<file path="config.mk">
export PLATFORM = sky130hd
export DESIGN_NAME = wadj_top
export DESIGN_NICKNAME = d
export VERILOG_FILES = /design/src/logic/wadj_pkg.sv /design/src/logic/wadj_csr.sv /design/src/logic/wadj_splitter.sv /design/src/logic/wadj_framer.sv /design/src/logic/wadj_top.sv
export SDC_FILE = /design/constraint.sdc
export NUM_CORES = 1
export LEC_CHECK = 0
export BUFFER_PORTS_ARGS = -buffer_cell sky130_fd_sc_hd__buf_2
export CAP_MARGIN = 25
export CORE_UTILIZATION = 25
export CTS_CLUSTER_DIAMETER = 40
export DETAILED_ROUTE_END_ITERATION = 16
export PLACE_DENSITY_LB_ADDON = 0.05
export SKIP_CTS_REPAIR_TIMING = 1
export SYNTH_ARGS = -nofsm -noshare
export SYNTH_HDL_FRONTEND = slang
export SYNTH_SLANG_ARGS = --single-unit
</file>
<file path="constraint.sdc">
create_clock -name clk -period 6.35 [get_ports clk]
set_input_delay 0.9525 -clock clk [delete_from_list [all_inputs] [get_ports clk]]
set_output_delay 0.9525 -clock clk [all_outputs]
set_load 0.05 [all_outputs]
</file>
<file path="src/logic/wadj_pkg.sv">
// supports only the 128-to-32 ratio; ingress keep must be whole nibbles and never all zero
package wadj_pkg;

   // ------------------------------------------------------------
   // datapath widths
   // ------------------------------------------------------------

   // ingress beat, byte 0 in bits 7:0
   localparam int igr_data_w = 128;
   localparam int igr_keep_w = 16;

   // egress segment
   localparam int egr_data_w = 32;
   localparam int egr_keep_w = 4;

   // segments carved out of one ingress beat
   localparam int num_seg = 4;

   // sideband fields, repeated on every segment of a beat
   localparam int md_w = 8;
   localparam int port_w = 4;
   localparam int mcast_port_w = 16;

   // ------------------------------------------------------------
   // register port
   // ------------------------------------------------------------

   localparam int csr_addr_w = 4;
   localparam int csr_data_w = 32;

   // word addresses, anything else reads back as zero
   typedef enum logic [csr_addr_w-1:0] {
      csr_ctrl      = 4'd0,
      csr_pkt_count = 4'd4
   } csr_addr_e;

   // ------------------------------------------------------------
   // splitter FSM
   // ------------------------------------------------------------

   // idle means the beat register is empty and ingress is open
   typedef enum logic {
      split_idle = 1'b0,
      split_busy = 1'b1
   } split_state_e;

endpackage

</file>
<file path="src/logic/wadj_csr.sv">
// no byte enables; a count write clears regardless of data and drops a same-cycle packet
`timescale 1ns/1ps

module wadj_csr (
   input  logic                             clk,
   input  logic                             rst_reg_posedge,

   input  logic [wadj_pkg::csr_addr_w-1:0]  csr_addr_i,
   input  logic                             csr_read_i,
   input  logic                             csr_write_i,
   input  logic [wadj_pkg::csr_data_w-1:0]  csr_wdata_i,

   // one pulse per egress packet
   input  logic                             pkt_done_i,

   output logic [wadj_pkg::csr_data_w-1:0]  csr_rdata_o,
   output logic                             csr_rvalid_o,
   output logic                             rotate_en_o
);

   wadj_pkg::csr_addr_e                 addr;
   logic                                rotate_en_q;
   logic [wadj_pkg::csr_data_w-1:0]     pkt_count_q;
   logic [wadj_pkg::csr_data_w-1:0]     rdata_next;
   logic                                wr_ctrl;
   logic                                wr_count;

   // ------------------------------------------------------------
   // address decode
   // ------------------------------------------------------------

   assign addr     = wadj_pkg::csr_addr_e'(csr_addr_i);
   assign wr_ctrl  = csr_write_i && (addr == wadj_pkg::csr_ctrl);
   assign wr_count = csr_write_i && (addr == wadj_pkg::csr_pkt_count);

   // ------------------------------------------------------------
   // control and counter
   // ------------------------------------------------------------

   // rotation defaults on
   always_ff @(posedge clk) begin
      if (rst_reg_posedge) begin
         rotate_en_q <= 1'b1;
      end else if (wr_ctrl) begin
         rotate_en_q <= csr_wdata_i[0];
      end
   end

   // write-to-clear wins over a packet finishing on the same edge
   always_ff @(posedge clk) begin
      if (rst_reg_posedge) begin
         pkt_count_q <= '0;
      end else if (wr_count) begin
         pkt_count_q <= '0;
      end else if (pkt_done_i) begin
         pkt_count_q <= pkt_count_q + 1'b1;
      end
   end

   assign rotate_en_o = rotate_en_q;

   // ------------------------------------------------------------
   // read path
   // ------------------------------------------------------------

   always_comb begin
      case (addr)
         wadj_pkg::csr_ctrl: begin
            rdata_next = {{(wadj_pkg::csr_data_w-1){1'b0}}, rotate_en_q};
         end
         wadj_pkg::csr_pkt_count: begin
            rdata_next = pkt_count_q;
         end
         default: begin
            rdata_next = '0;
         end
      endcase
   end

   // data lands with rvalid one edge after the read
   always_ff @(posedge clk) begin
      if (rst_reg_posedge) begin
         csr_rvalid_o <= 1'b0;
      end else begin
         csr_rvalid_o <= csr_read_i;
      end
   end

   always_ff @(posedge clk) begin
      if (csr_read_i) begin
         csr_rdata_o <= rdata_next;
      end
   end

endmodule

</file>
<file path="src/logic/wadj_splitter.sv">
// holds one beat at a time; ingress keep must be whole nibbles with at least one set
`timescale 1ns/1ps

module wadj_splitter (
   input  logic                               clk,
   input  logic                               rst_reg_posedge,
   input  logic                               rotate_en_i,

   // ingress beat
   input  logic                               s_valid_i,
   output logic                               s_ready_o,
   input  logic [wadj_pkg::igr_data_w-1:0]    s_data_i,
   input  logic [wadj_pkg::igr_keep_w-1:0]    s_keep_i,
   input  logic                               s_eop_i,
   input  logic [wadj_pkg::md_w-1:0]          s_md_i,
   input  logic [wadj_pkg::port_w-1:0]        s_igr_port_i,
   input  logic [wadj_pkg::port_w-1:0]        s_egr_port_i,
   input  logic [wadj_pkg::mcast_port_w-1:0]  s_mcast_port_i,
   input  logic                               s_mcast_en_i,

   input  logic                               m_ready_i,

   // one segment per cycle toward the framer
   output logic                               seg_valid_o,
   output logic [wadj_pkg::egr_data_w-1:0]    seg_data_o,
   output logic [wadj_pkg::egr_keep_w-1:0]    seg_keep_o,
   output logic                               seg_last_o,
   output logic [wadj_pkg::md_w-1:0]          seg_md_o,
   output logic [wadj_pkg::port_w-1:0]        seg_igr_port_o,
   output logic [wadj_pkg::port_w-1:0]        seg_egr_port_o,
   output logic [wadj_pkg::mcast_port_w-1:0]  seg_mcast_port_o,
   output logic                               seg_mcast_en_o
);

   wadj_pkg::split_state_e                  state_q;
   logic [wadj_pkg::num_seg-1:0]            pending_q;

   // stored beat
   logic [wadj_pkg::igr_data_w-1:0]         data_q;
   logic [wadj_pkg::igr_keep_w-1:0]         keep_q;
   logic                                    eop_q;
   logic [wadj_pkg::md_w-1:0]               md_q;
   logic [wadj_pkg::port_w-1:0]             igr_port_q;
   logic [wadj_pkg::port_w-1:0]             egr_port_q;
   logic [wadj_pkg::mcast_port_w-1:0]       mcast_port_q;
   logic                                    mcast_en_q;

   logic [wadj_pkg::igr_data_w-1:0]         data_in;
   logic [wadj_pkg::igr_keep_w-1:0]         keep_in;
   logic [wadj_pkg::num_seg-1:0]            nonempty_in;
   logic [$clog2(wadj_pkg::num_seg)-1:0]    cur_idx;
   logic [wadj_pkg::num_seg-1:0]            cur_mask;
   logic [wadj_pkg::num_seg-1:0]            rest_mask;
   logic                                    accept;
   logic                                    advance;

   // byte 15 moves to byte 0
   function automatic logic [wadj_pkg::igr_data_w-1:0] reverse_bytes(
      input logic [wadj_pkg::igr_data_w-1:0] din);
      logic [wadj_pkg::igr_data_w-1:0] dout;
      for (int i = 0; i < wadj_pkg::igr_keep_w; i++) begin
         dout[i*8 +: 8] = din[(wadj_pkg::igr_keep_w-1-i)*8 +: 8];
      end
      return dout;
   endfunction

   // keep bits follow their bytes
   function automatic logic [wadj_pkg::igr_keep_w-1:0] reverse_keep(
      input logic [wadj_pkg::igr_keep_w-1:0] kin);
      logic [wadj_pkg::igr_keep_w-1:0] kout;
      for (int i = 0; i < wadj_pkg::igr_keep_w; i++) begin
         kout[i] = kin[wadj_pkg::igr_keep_w-1-i];
      end
      return kout;
   endfunction

   // ------------------------------------------------------------
   // ingress side
   // ------------------------------------------------------------

   assign s_ready_o = (state_q == wadj_pkg::split_idle);
   assign accept    = s_valid_i && s_ready_o;
   assign data_in   = rotate_en_i ? reverse_bytes(s_data_i) : s_data_i;
   assign keep_in   = rotate_en_i ? reverse_keep(s_keep_i) : s_keep_i;

   always_comb begin
      for (int i = 0; i < wadj_pkg::num_seg; i++) begin
         nonempty_in[i] = |keep_in[i*wadj_pkg::egr_keep_w +: wadj_pkg::egr_keep_w];
      end
   end

   always_ff @(posedge clk) begin
      if (accept) begin
         data_q       <= data_in;
         keep_q       <= keep_in;
         eop_q        <= s_eop_i;
         md_q         <= s_md_i;
         igr_port_q   <= s_igr_port_i;
         egr_port_q   <= s_egr_port_i;
         mcast_port_q <= s_mcast_port_i;
         mcast_en_q   <= s_mcast_en_i;
      end
   end

   // ------------------------------------------------------------
   // segment select, lowest pending index first
   // ------------------------------------------------------------

   always_comb begin
      cur_idx = '0;
      for (int i = wadj_pkg::num_seg-1; i >= 0; i--) begin
         if (pending_q[i]) begin
            cur_idx = i[$clog2(wadj_pkg::num_seg)-1:0];
         end
      end
      cur_mask          = '0;
      cur_mask[cur_idx] = 1'b1;
      rest_mask         = pending_q & ~cur_mask;
   end

   assign advance = seg_valid_o && m_ready_i;

   always_ff @(posedge clk) begin
      if (rst_reg_posedge) begin
         state_q   <= wadj_pkg::split_idle;
         pending_q <= '0;
      end else begin
         case (state_q)
            wadj_pkg::split_idle: begin
               if (accept) begin
                  state_q   <= wadj_pkg::split_busy;
                  pending_q <= nonempty_in;
               end
            end
            wadj_pkg::split_busy: begin
               if (advance) begin
                  pending_q <= rest_mask;
                  // beat drained, reopen ingress next cycle
                  if (rest_mask == '0) begin
                     state_q <= wadj_pkg::split_idle;
                  end
               end
            end
            default: begin
               state_q <= wadj_pkg::split_idle;
            end
         endcase
      end
   end

   // ------------------------------------------------------------
   // segment outputs
   // ------------------------------------------------------------

   assign seg_valid_o      = (state_q == wadj_pkg::split_busy);
   assign seg_data_o       = data_q[cur_idx*wadj_pkg::egr_data_w +: wadj_pkg::egr_data_w];
   assign seg_keep_o       = keep_q[cur_idx*wadj_pkg::egr_keep_w +: wadj_pkg::egr_keep_w];
   assign seg_last_o       = eop_q && (rest_mask == '0);
   assign seg_md_o         = md_q;
   assign seg_igr_port_o   = igr_port_q;
   assign seg_egr_port_o   = egr_port_q;
   assign seg_mcast_port_o = mcast_port_q;
   assign seg_mcast_en_o   = mcast_en_q;

endmodule

</file>
<file path="src/logic/wadj_framer.sv">
// zero-latency pass-through; multicast fields of later segments come from the packet's first one
`timescale 1ns/1ps

module wadj_framer (
   input  logic                               clk,
   input  logic                               rst_reg_posedge,

   input  logic                               seg_valid_i,
   input  logic [wadj_pkg::egr_data_w-1:0]    seg_data_i,
   input  logic [wadj_pkg::egr_keep_w-1:0]    seg_keep_i,
   input  logic                               seg_last_i,
   input  logic [wadj_pkg::md_w-1:0]          seg_md_i,
   input  logic [wadj_pkg::port_w-1:0]        seg_igr_port_i,
   input  logic [wadj_pkg::port_w-1:0]        seg_egr_port_i,
   input  logic [wadj_pkg::mcast_port_w-1:0]  seg_mcast_port_i,
   input  logic                               seg_mcast_en_i,

   input  logic                               m_ready_i,

   output logic                               m_valid_o,
   output logic [wadj_pkg::egr_data_w-1:0]    m_data_o,
   output logic [wadj_pkg::egr_keep_w-1:0]    m_keep_o,
   output logic                               m_last_o,
   output logic                               m_last_segment_o,
   output logic                               m_sop_o,
   output logic [wadj_pkg::md_w-1:0]          m_md_o,
   output logic [wadj_pkg::port_w-1:0]        m_igr_port_o,
   output logic [wadj_pkg::port_w-1:0]        m_egr_port_o,
   output logic [wadj_pkg::mcast_port_w-1:0]  m_mcast_port_o,
   output logic                               m_mcast_en_o,

   output logic                               pkt_done_o
);

   logic                                sop_q;
   logic [wadj_pkg::mcast_port_w-1:0]   mcast_port_q;
   logic                                mcast_en_q;
   logic                                xfer;

   assign xfer = seg_valid_i && m_ready_i;

   // ------------------------------------------------------------
   // start-of-packet tracking
   // ------------------------------------------------------------

   // set after a last segment, cleared after any other
   always_ff @(posedge clk) begin
      if (rst_reg_posedge) begin
         sop_q <= 1'b1;
      end else if (xfer) begin
         sop_q <= seg_last_i;
      end
   end

   // first segment's multicast fields, held for the packet
   always_ff @(posedge clk) begin
      if (sop_q && seg_valid_i) begin
         mcast_port_q <= seg_mcast_port_i;
         mcast_en_q   <= seg_mcast_en_i;
      end
   end

   // ------------------------------------------------------------
   // egress fields
   // ------------------------------------------------------------

   assign m_valid_o        = seg_valid_i;
   assign m_data_o         = seg_data_i;
   assign m_keep_o         = seg_keep_i;
   assign m_last_o         = seg_last_i;
   assign m_last_segment_o = seg_last_i;
   assign m_sop_o          = sop_q;
   assign m_md_o           = seg_md_i;
   assign m_igr_port_o     = seg_igr_port_i;
   assign m_egr_port_o     = seg_egr_port_i;
   assign m_mcast_port_o   = sop_q ? seg_mcast_port_i : mcast_port_q;
   assign m_mcast_en_o     = sop_q ? seg_mcast_en_i : mcast_en_q;

   // counted by the register block
   assign pkt_done_o = xfer && seg_last_i;

endmodule

</file>
<file path="src/logic/wadj_top.sv">
// one beat in flight at a time, so ingress throughput is bounded by the egress segment count
`timescale 1ns/1ps

module wadj_top (
   input  logic                               clk,
   input  logic                               rst_reg_posedge,

   // ingress stream
   input  logic                               s_valid_i,
   output logic                               s_ready_o,
   input  logic [wadj_pkg::igr_data_w-1:0]    s_data_i,
   input  logic [wadj_pkg::igr_keep_w-1:0]    s_keep_i,
   input  logic                               s_eop_i,
   input  logic [wadj_pkg::md_w-1:0]          s_md_i,
   input  logic [wadj_pkg::port_w-1:0]        s_igr_port_i,
   input  logic [wadj_pkg::port_w-1:0]        s_egr_port_i,
   input  logic [wadj_pkg::mcast_port_w-1:0]  s_mcast_port_i,
   input  logic                               s_mcast_en_i,

   // egress stream
   output logic                               m_valid_o,
   input  logic                               m_ready_i,
   output logic [wadj_pkg::egr_data_w-1:0]    m_data_o,
   output logic [wadj_pkg::egr_keep_w-1:0]    m_keep_o,
   output logic                               m_last_o,
   output logic                               m_last_segment_o,
   output logic                               m_sop_o,
   output logic [wadj_pkg::md_w-1:0]          m_md_o,
   output logic [wadj_pkg::port_w-1:0]        m_igr_port_o,
   output logic [wadj_pkg::port_w-1:0]        m_egr_port_o,
   output logic [wadj_pkg::mcast_port_w-1:0]  m_mcast_port_o,
   output logic                               m_mcast_en_o,

   // register port
   input  logic [wadj_pkg::csr_addr_w-1:0]    csr_addr_i,
   input  logic                               csr_read_i,
   input  logic                               csr_write_i,
   input  logic [wadj_pkg::csr_data_w-1:0]    csr_wdata_i,
   output logic [wadj_pkg::csr_data_w-1:0]    csr_rdata_o,
   output logic                               csr_rvalid_o
);

   logic                              rotate_en;
   logic                              pkt_done;

   // splitter to framer
   logic                              seg_valid;
   logic [wadj_pkg::egr_data_w-1:0]   seg_data;
   logic [wadj_pkg::egr_keep_w-1:0]   seg_keep;
   logic                              seg_last;
   logic [wadj_pkg::md_w-1:0]         seg_md;
   logic [wadj_pkg::port_w-1:0]       seg_igr_port;
   logic [wadj_pkg::port_w-1:0]       seg_egr_port;
   logic [wadj_pkg::mcast_port_w-1:0] seg_mcast_port;
   logic                              seg_mcast_en;

   wadj_csr csr0 (
      .clk (clk), .rst_reg_posedge (rst_reg_posedge),
      .csr_addr_i (csr_addr_i), .csr_read_i (csr_read_i),
      .csr_write_i (csr_write_i), .csr_wdata_i (csr_wdata_i),
      .pkt_done_i (pkt_done),
      .csr_rdata_o (csr_rdata_o), .csr_rvalid_o (csr_rvalid_o),
      .rotate_en_o (rotate_en)
   );

   wadj_splitter split0 (
      .clk (clk), .rst_reg_posedge (rst_reg_posedge), .rotate_en_i (rotate_en),
      .s_valid_i (s_valid_i), .s_ready_o (s_ready_o),
      .s_data_i (s_data_i), .s_keep_i (s_keep_i), .s_eop_i (s_eop_i),
      .s_md_i (s_md_i), .s_igr_port_i (s_igr_port_i), .s_egr_port_i (s_egr_port_i),
      .s_mcast_port_i (s_mcast_port_i), .s_mcast_en_i (s_mcast_en_i),
      .m_ready_i (m_ready_i),
      .seg_valid_o (seg_valid), .seg_data_o (seg_data), .seg_keep_o (seg_keep),
      .seg_last_o (seg_last), .seg_md_o (seg_md),
      .seg_igr_port_o (seg_igr_port), .seg_egr_port_o (seg_egr_port),
      .seg_mcast_port_o (seg_mcast_port), .seg_mcast_en_o (seg_mcast_en)
   );

   wadj_framer frame0 (
      .clk (clk), .rst_reg_posedge (rst_reg_posedge),
      .seg_valid_i (seg_valid), .seg_data_i (seg_data), .seg_keep_i (seg_keep),
      .seg_last_i (seg_last), .seg_md_i (seg_md),
      .seg_igr_port_i (seg_igr_port), .seg_egr_port_i (seg_egr_port),
      .seg_mcast_port_i (seg_mcast_port), .seg_mcast_en_i (seg_mcast_en),
      .m_ready_i (m_ready_i),
      .m_valid_o (m_valid_o), .m_data_o (m_data_o), .m_keep_o (m_keep_o),
      .m_last_o (m_last_o), .m_last_segment_o (m_last_segment_o),
      .m_sop_o (m_sop_o), .m_md_o (m_md_o),
      .m_igr_port_o (m_igr_port_o), .m_egr_port_o (m_egr_port_o),
      .m_mcast_port_o (m_mcast_port_o), .m_mcast_en_o (m_mcast_en_o),
      .pkt_done_o (pkt_done)
   );

endmodule

</file>
; Word-level counts from Yosys, hierarchy flattened
; Cells that the tools add are included.
; W data, S select, Z words.
[word_totals]
regBits = 267
out_inout_bits = 107
wordCells = 62
[op_classes]
n_addsub = 1
order_cmp = 2
eq_ne = 3
shifts = 2
n_mux = 18
bitwise = 3
reduce_logical = 16
[op_table]
columns = op, count
row1 = $mux W128, 1
row2 = $shiftx A128 B8 Y32, 1
row3 = $pmux W32 S2, 1
row4 = $add A32 B1 Y32 const B, 1
row5 = $mux W16, 2
row6 = $reduce_or A4 Y1, 4
row7 = $shiftx A16 B5 Y4, 1
row8 = $logic_and A1 B1 Y1, 8
row9 = $logic_not A4 Y1, 2
row10 = $mux W2, 4
row11 = $mux W4, 2
row12 = $pmux W4 S2, 1
row13 = $mux W1, 5
row14 = $and A4 B4 Y4, 1
row15 = $eq A4 B3 Y1 const B, 1
row16 = $not A4 Y4, 1
row17 = $lt A2 B3 Y1 const B, 1
row18 = $demux W1 S2, 1
row19 = $ge A2 B1 Y1 const B, 1
row20 = $ne A2 B1 Y1 const B, 1
row21 = $ne A2 B2 Y1 const B, 1
row22 = $pmux W1 S2, 1
row23 = $reduce_and A2 Y1, 1
row24 = $reduce_or A2 Y1, 1
row25 = $not A1 Y1, 1

; Depth between registers and ports, before layout
[depth]
word_depth = 14
mapped_depth = 7
mapped_depth_nobuf = 5

; Cells and area by module
; Synthesis repeated with hierarchy kept, for this count alone.
[hier_totals]
hier_cells = 896
area_unflattened_um2 = 12826.1
[by_module_without_submodules]
columns = mod, instances, cells_per_inst, area_per_inst_um2
row1 = wadj_splitter, 1, 547, 8813.5
row2 = wadj_csr, 1, 253, 2790.2
row3 = wadj_framer, 1, 96, 1222.4

; Worst setup path after synthesis
; OpenSTA, ideal clock, no wires.
[synth_path]
path_type = input to register
from = input port s_valid_i
to = register split0.data_q[0] in the netlist's numbering (enable)
setup_time_ns = 0.533
t_arrival_ns = 4.558
t_required_ns = 5.817
slack_ns = 1.260
path_stages = 2
cell_sequence = nand2b_1 inv_1
[synth_between]
elab_chain_cells = 1
[synth_rtl]
columns = item, line
row1 = start: declaration, wadj_top.sv:9  ; input logic s_valid_i,
row2 = $logic_and A1 B1 Y1, wadj_splitter.sv:82  ; assign accept = s_valid_i && s_ready_o;
row3 = via split0.accept, wadj_splitter.sv:54  ; logic accept;
row4 = end signal: assignment, wadj_splitter.sv:94  ; data_q <= data_in;
row5 = end: declaration, wadj_splitter.sv:39  ; logic [wadj_pkg::igr_data_w-1:0] data_q;
; The timed path passes the listed nets, and every way through them passes these cells.
; A chain may end at the register's enable or synchronous reset.

; Final worst setup path
[layout_path]
from = register split0.pending_q[2] in the netlist's numbering
to = output port m_data_o[26] in the netlist's numbering
[layout_between]
elab_chain_cells = 4
[layout_rtl]
columns = item, line
row1 = start: declaration, wadj_splitter.sv:36  ; logic [wadj_pkg::num_seg-1:0] pending_q;
row2 = start signal: assignment, wadj_splitter.sv:132  ; pending_q <= nonempty_in;
row3 = start signal: assignment, wadj_splitter.sv:137  ; pending_q <= rest_mask;
row4 = $mux W2 (3 in a row), wadj_splitter.sv:112  ; if (pending_q[i]) begin
row5 = $shiftx A128 B8 Y32, wadj_splitter.sv:156  ; assign seg_data_o = data_q[cur_idx*wadj_pkg::egr_data_w +: wadj_pkg::egr_data_w];
row6 = end: declaration, wadj_top.sv:23  ; output logic [wadj_pkg::egr_data_w-1:0] m_data_o,
; No other way between the ends.

==> summary.md <==
| Metric | Value |
|---|---|
| Fin cells | 1796 |
| Final-report max-slew violation count | 0 |
| RSZ-0062 raised after global routing | false |
| Final hold slack | 432 ps |
| TritonCTS clock tree | yes |
| Sequential fraction of the synthesis area | 0.634 |
| Switching share of power | 0.274 |
| Initial Utilization | 0.256 |
| Comb power frac | 0.134 |
| Crit share post-route | 0.667 |
| HP Class | reg2reg |
| Htree depth | 2 |
| Die area | 49000 sq um |
| Worst Setup SP | split0.pending_q[2]$_SDFFE_PP0P_ |
| Clk_skew | 15.9 ps |
| # IOs | 327 |
| Clk Tree Root Cell | clkbuf_16 |
| YS warnings | 0 |
| PortBufs | 295 |
| Vias in the first global route | 8444 |
| Max-cap viol count | 0 |
| Worst slew margin | 0.335 |
| Core region area | 47000 sq um |
| Row cnt | 79 |
| CTS sink cnt | 267 |
| Worst VDD drop | 0.000186 V |
| Routed Antenna Nets | 0 |
| Fill cell count | 4666 |
| Asr flop ratio synth | 0 |
| Distinct cells, synth | 45 |
| Slew @ Worst Pin | 995 ps |
| Detailed placement HPWL | 22300 um |
| Synth Area per Inst | 14.6 sq um |
| Prevailing post-synth register cell | edfxtp_1 |
| Synthesis-to-finish area growth | 33.0% |
| Post-synth EDFFs | 227 |
| DRT Wirelength | 33700 um |
| Syn Std Cell Area | 12000 sq um |
| Critical Path Sink Type | primary output |
| GRT overflow | 0 |
| Max Fclk | 236 MHz |
| Syn Nets | 1046 |
| Clock Power Share | 0.499 |
| WS Path Type | reg2out |
| PD cells | 351 nW/um^2 |
| Initial drt markers | 369 |
| Critical Path Start Type | register |
| First-pass GRT wire length | 51000 um |
| Arr. time, crit path | 3280 ps |
| Die Y | 221 um |
| Period minus WS final | 4230 ps |
| Remaining DRCs | 0 |
| Worst EP required | 5400 ps |
| DRT Pass-1 Iters | 5 |
| Clock-pin transition on the worst setup and hold timing paths | 50 ps |
| Final setup viols | 0 |
| Placed Cells | 1685 |
| CTS Buffer Depth | 3 |
| CP Max Fanout | 20 |
| Leakage power | 6.11 nW |
| RR Startpoint | split0.seg_valid_o$_SDFF_PP0_ |
| Setup TNS | 0 ps |
| Nets | 1359 |
| Worst-Skew Late Latency | 590 ps |
| Gate Count Post-Synth | 825 |
| DR WL/cell | 18.7 um |
| Sequential share of power | 0.367 |
| Critical-path cell list | nor2b_1, o21bai_4, buf_4, mux2i_1, o21ai_0, buf_2 |
| Width of the die | 221 um |
| CTS Buf Count | 57 |
| Final Hold Fails | 0 |
| Status | finished clean |
| GP Congestion | 0.732 |
| Overall via count from detail_route | 8059 |
| Vias per std cell | 4.49 |
| P_int | 4.08 mW |
| Crit-path max cell delay | 800 ps |
| Slowest-stage cell, CP | o21bai_4 |
| Min-delay src | split0.seg_mcast_port_o[4]$_DFFE_PP_ |
| Synthesis-stage register bit count | 267 |
| Power, Total | 5.61 mW |
| Antenna violations before repair | 11 |
| Layout cells sized above 1 | 0.471 |
| Tot GR Track Use | 0.137 |
| NetSw | 1.54 mW |
| Largest net degree at the start of global routing | 121 |
## registers in the layout, indices dropped and copies added, names as in the netlist
register,count
split0.data_q,128
csr0.csr_rdata_o,32
csr0.pkt_count_q,32
frame0.mcast_port_q,16
split0.keep_q,16
split0.seg_mcast_port_o,16
split0.seg_md_o,8
split0.pending_q,4
split0.seg_egr_port_o,4
split0.seg_igr_port_o,4
csr0.csr_rvalid_o,1
csr0.rotate_en_o,1
frame0.m_sop_o,1
frame0.mcast_en_q,1
split0.eop_q,1
split0.seg_mcast_en_o,1
split0.seg_valid_o,1
## cell families (layout without fill, tap and decap cells)
logic type | Yosys count | count (layout) | synth area share
AO/OA/AOI/OAI | 134 | 134 | 0.0725
XOR/XNOR | 4 | 4 | 0.00291
adder cells (fa/ha/maj) | 1 | 1 | 0.00104
buffers and inverters | 54 | 415 | 0.0214
flip-flops | 267 | 267 | 0.634
multiplexers | 207 | 207 | 0.189
other | 0 | 3 | 0
AND/OR/NAND/NOR | 158 | 158 | 0.0794
## power by group through the flow
| stage | combinational, mW | sequential [mW] | clock, mW |
|---|---|---|---|
| after global placement | 0.758 | 2.09 | 0 |
| final | 0.750 | 2.06 | 2.80 |
| after detailed placement | 0.759 | 2.10 | 0 |
| after floorplan | 0.458 | 2.15 | 0 |
| after global routing | 0.801 | 2.07 | 2.95 |
| after CTS | 0.761 | 2.07 | 2.88 |
## stage by stage
step                setup slack, ps  cell area (sq um)  utilization
floorplan                      1260              12000            -
global placement               2650              14100        0.301
detailed placement             2650              14100        0.301
CTS                            2000              16000        0.340
global route                   1880              16000        0.340
finish                         2120              16000        0.340
## layout make-up
cell class,count,area [sq um],share of cell area
Multi-Input combinational cell,504,4170,0.261
Clock inverter,36,335,0.0210
Tap cell,607,759,0.0475
Timing Repair Buffer,305,1600,0.0999
Sequential cell,267,7620,0.477
Clock buffer,71,1480,0.0925
Antenna cell,3,7.51,0.000470
Inverter,3,16.3,0.00102
## worst max-delay path: cells and delay by family, from the launching register on
family,cells,cell delay (ps)
AO/OA/AOI/OAI,2,1010
buffers and inverters,2,800
flip-flops,1,550
AND/OR/NAND/NOR,1,180
multiplexers,1,140
## per-layer routing
layer | vias up | global-route usage | wire length [um]
li1 | 3885 | - | -
met1 | 3850 | 0.171 | 15000
met2 | 229 | 0.215 | 15200
met3 | 79 | 0.0499 | 2530
met4 | 16 | 0.0517 | 829
met5 | - | 0 | 107
## path summary, 6_finish.rpt
path	to	slack (ps)	depth (start not counted)
worst min register to register	frame0.mcast_port_q[4]$_DFFE_PP_	430	0
worst max register to register	split0.seg_mcast_port_o[4]$_DFFE_PP_	3910	3
worst max-delay path	m_data_o[26]	2120	6
worst min-delay path	frame0.mcast_port_q[4]$_DFFE_PP_	430	0
## placed cells by master, fill, tap and decap left out, drive strengths merged, types with 11 or more instances in the layout
cell type	count
nand3	11
edfxtp	227
mux2i	46
nand2	17
nand4	14
or3	13
o21ai	51
a22oi	36
buf	305
clkbuf	71
a21oi	22
and2	38
clkinv	24
dfxtp	40
mux2	161
## cells in the mapped netlist (all sizes together), types with 11 or more instances
cell type | n | area share
nand3 | 11 | 0.0046
clkbuf | 26 | 0.0081
a21oi | 22 | 0.0092
o21ai | 51 | 0.022
and2 | 38 | 0.020
or3 | 13 | 0.0068
buf | 25 | 0.012
a22oi | 36 | 0.022
dfxtp | 40 | 0.067
nand4 | 14 | 0.0073
mux2i | 46 | 0.038
nand2 | 17 | 0.0053
edfxtp | 227 | 0.57
mux2 | 161 | 0.15
Note: power is estimated with default switching activity, not from simulation.
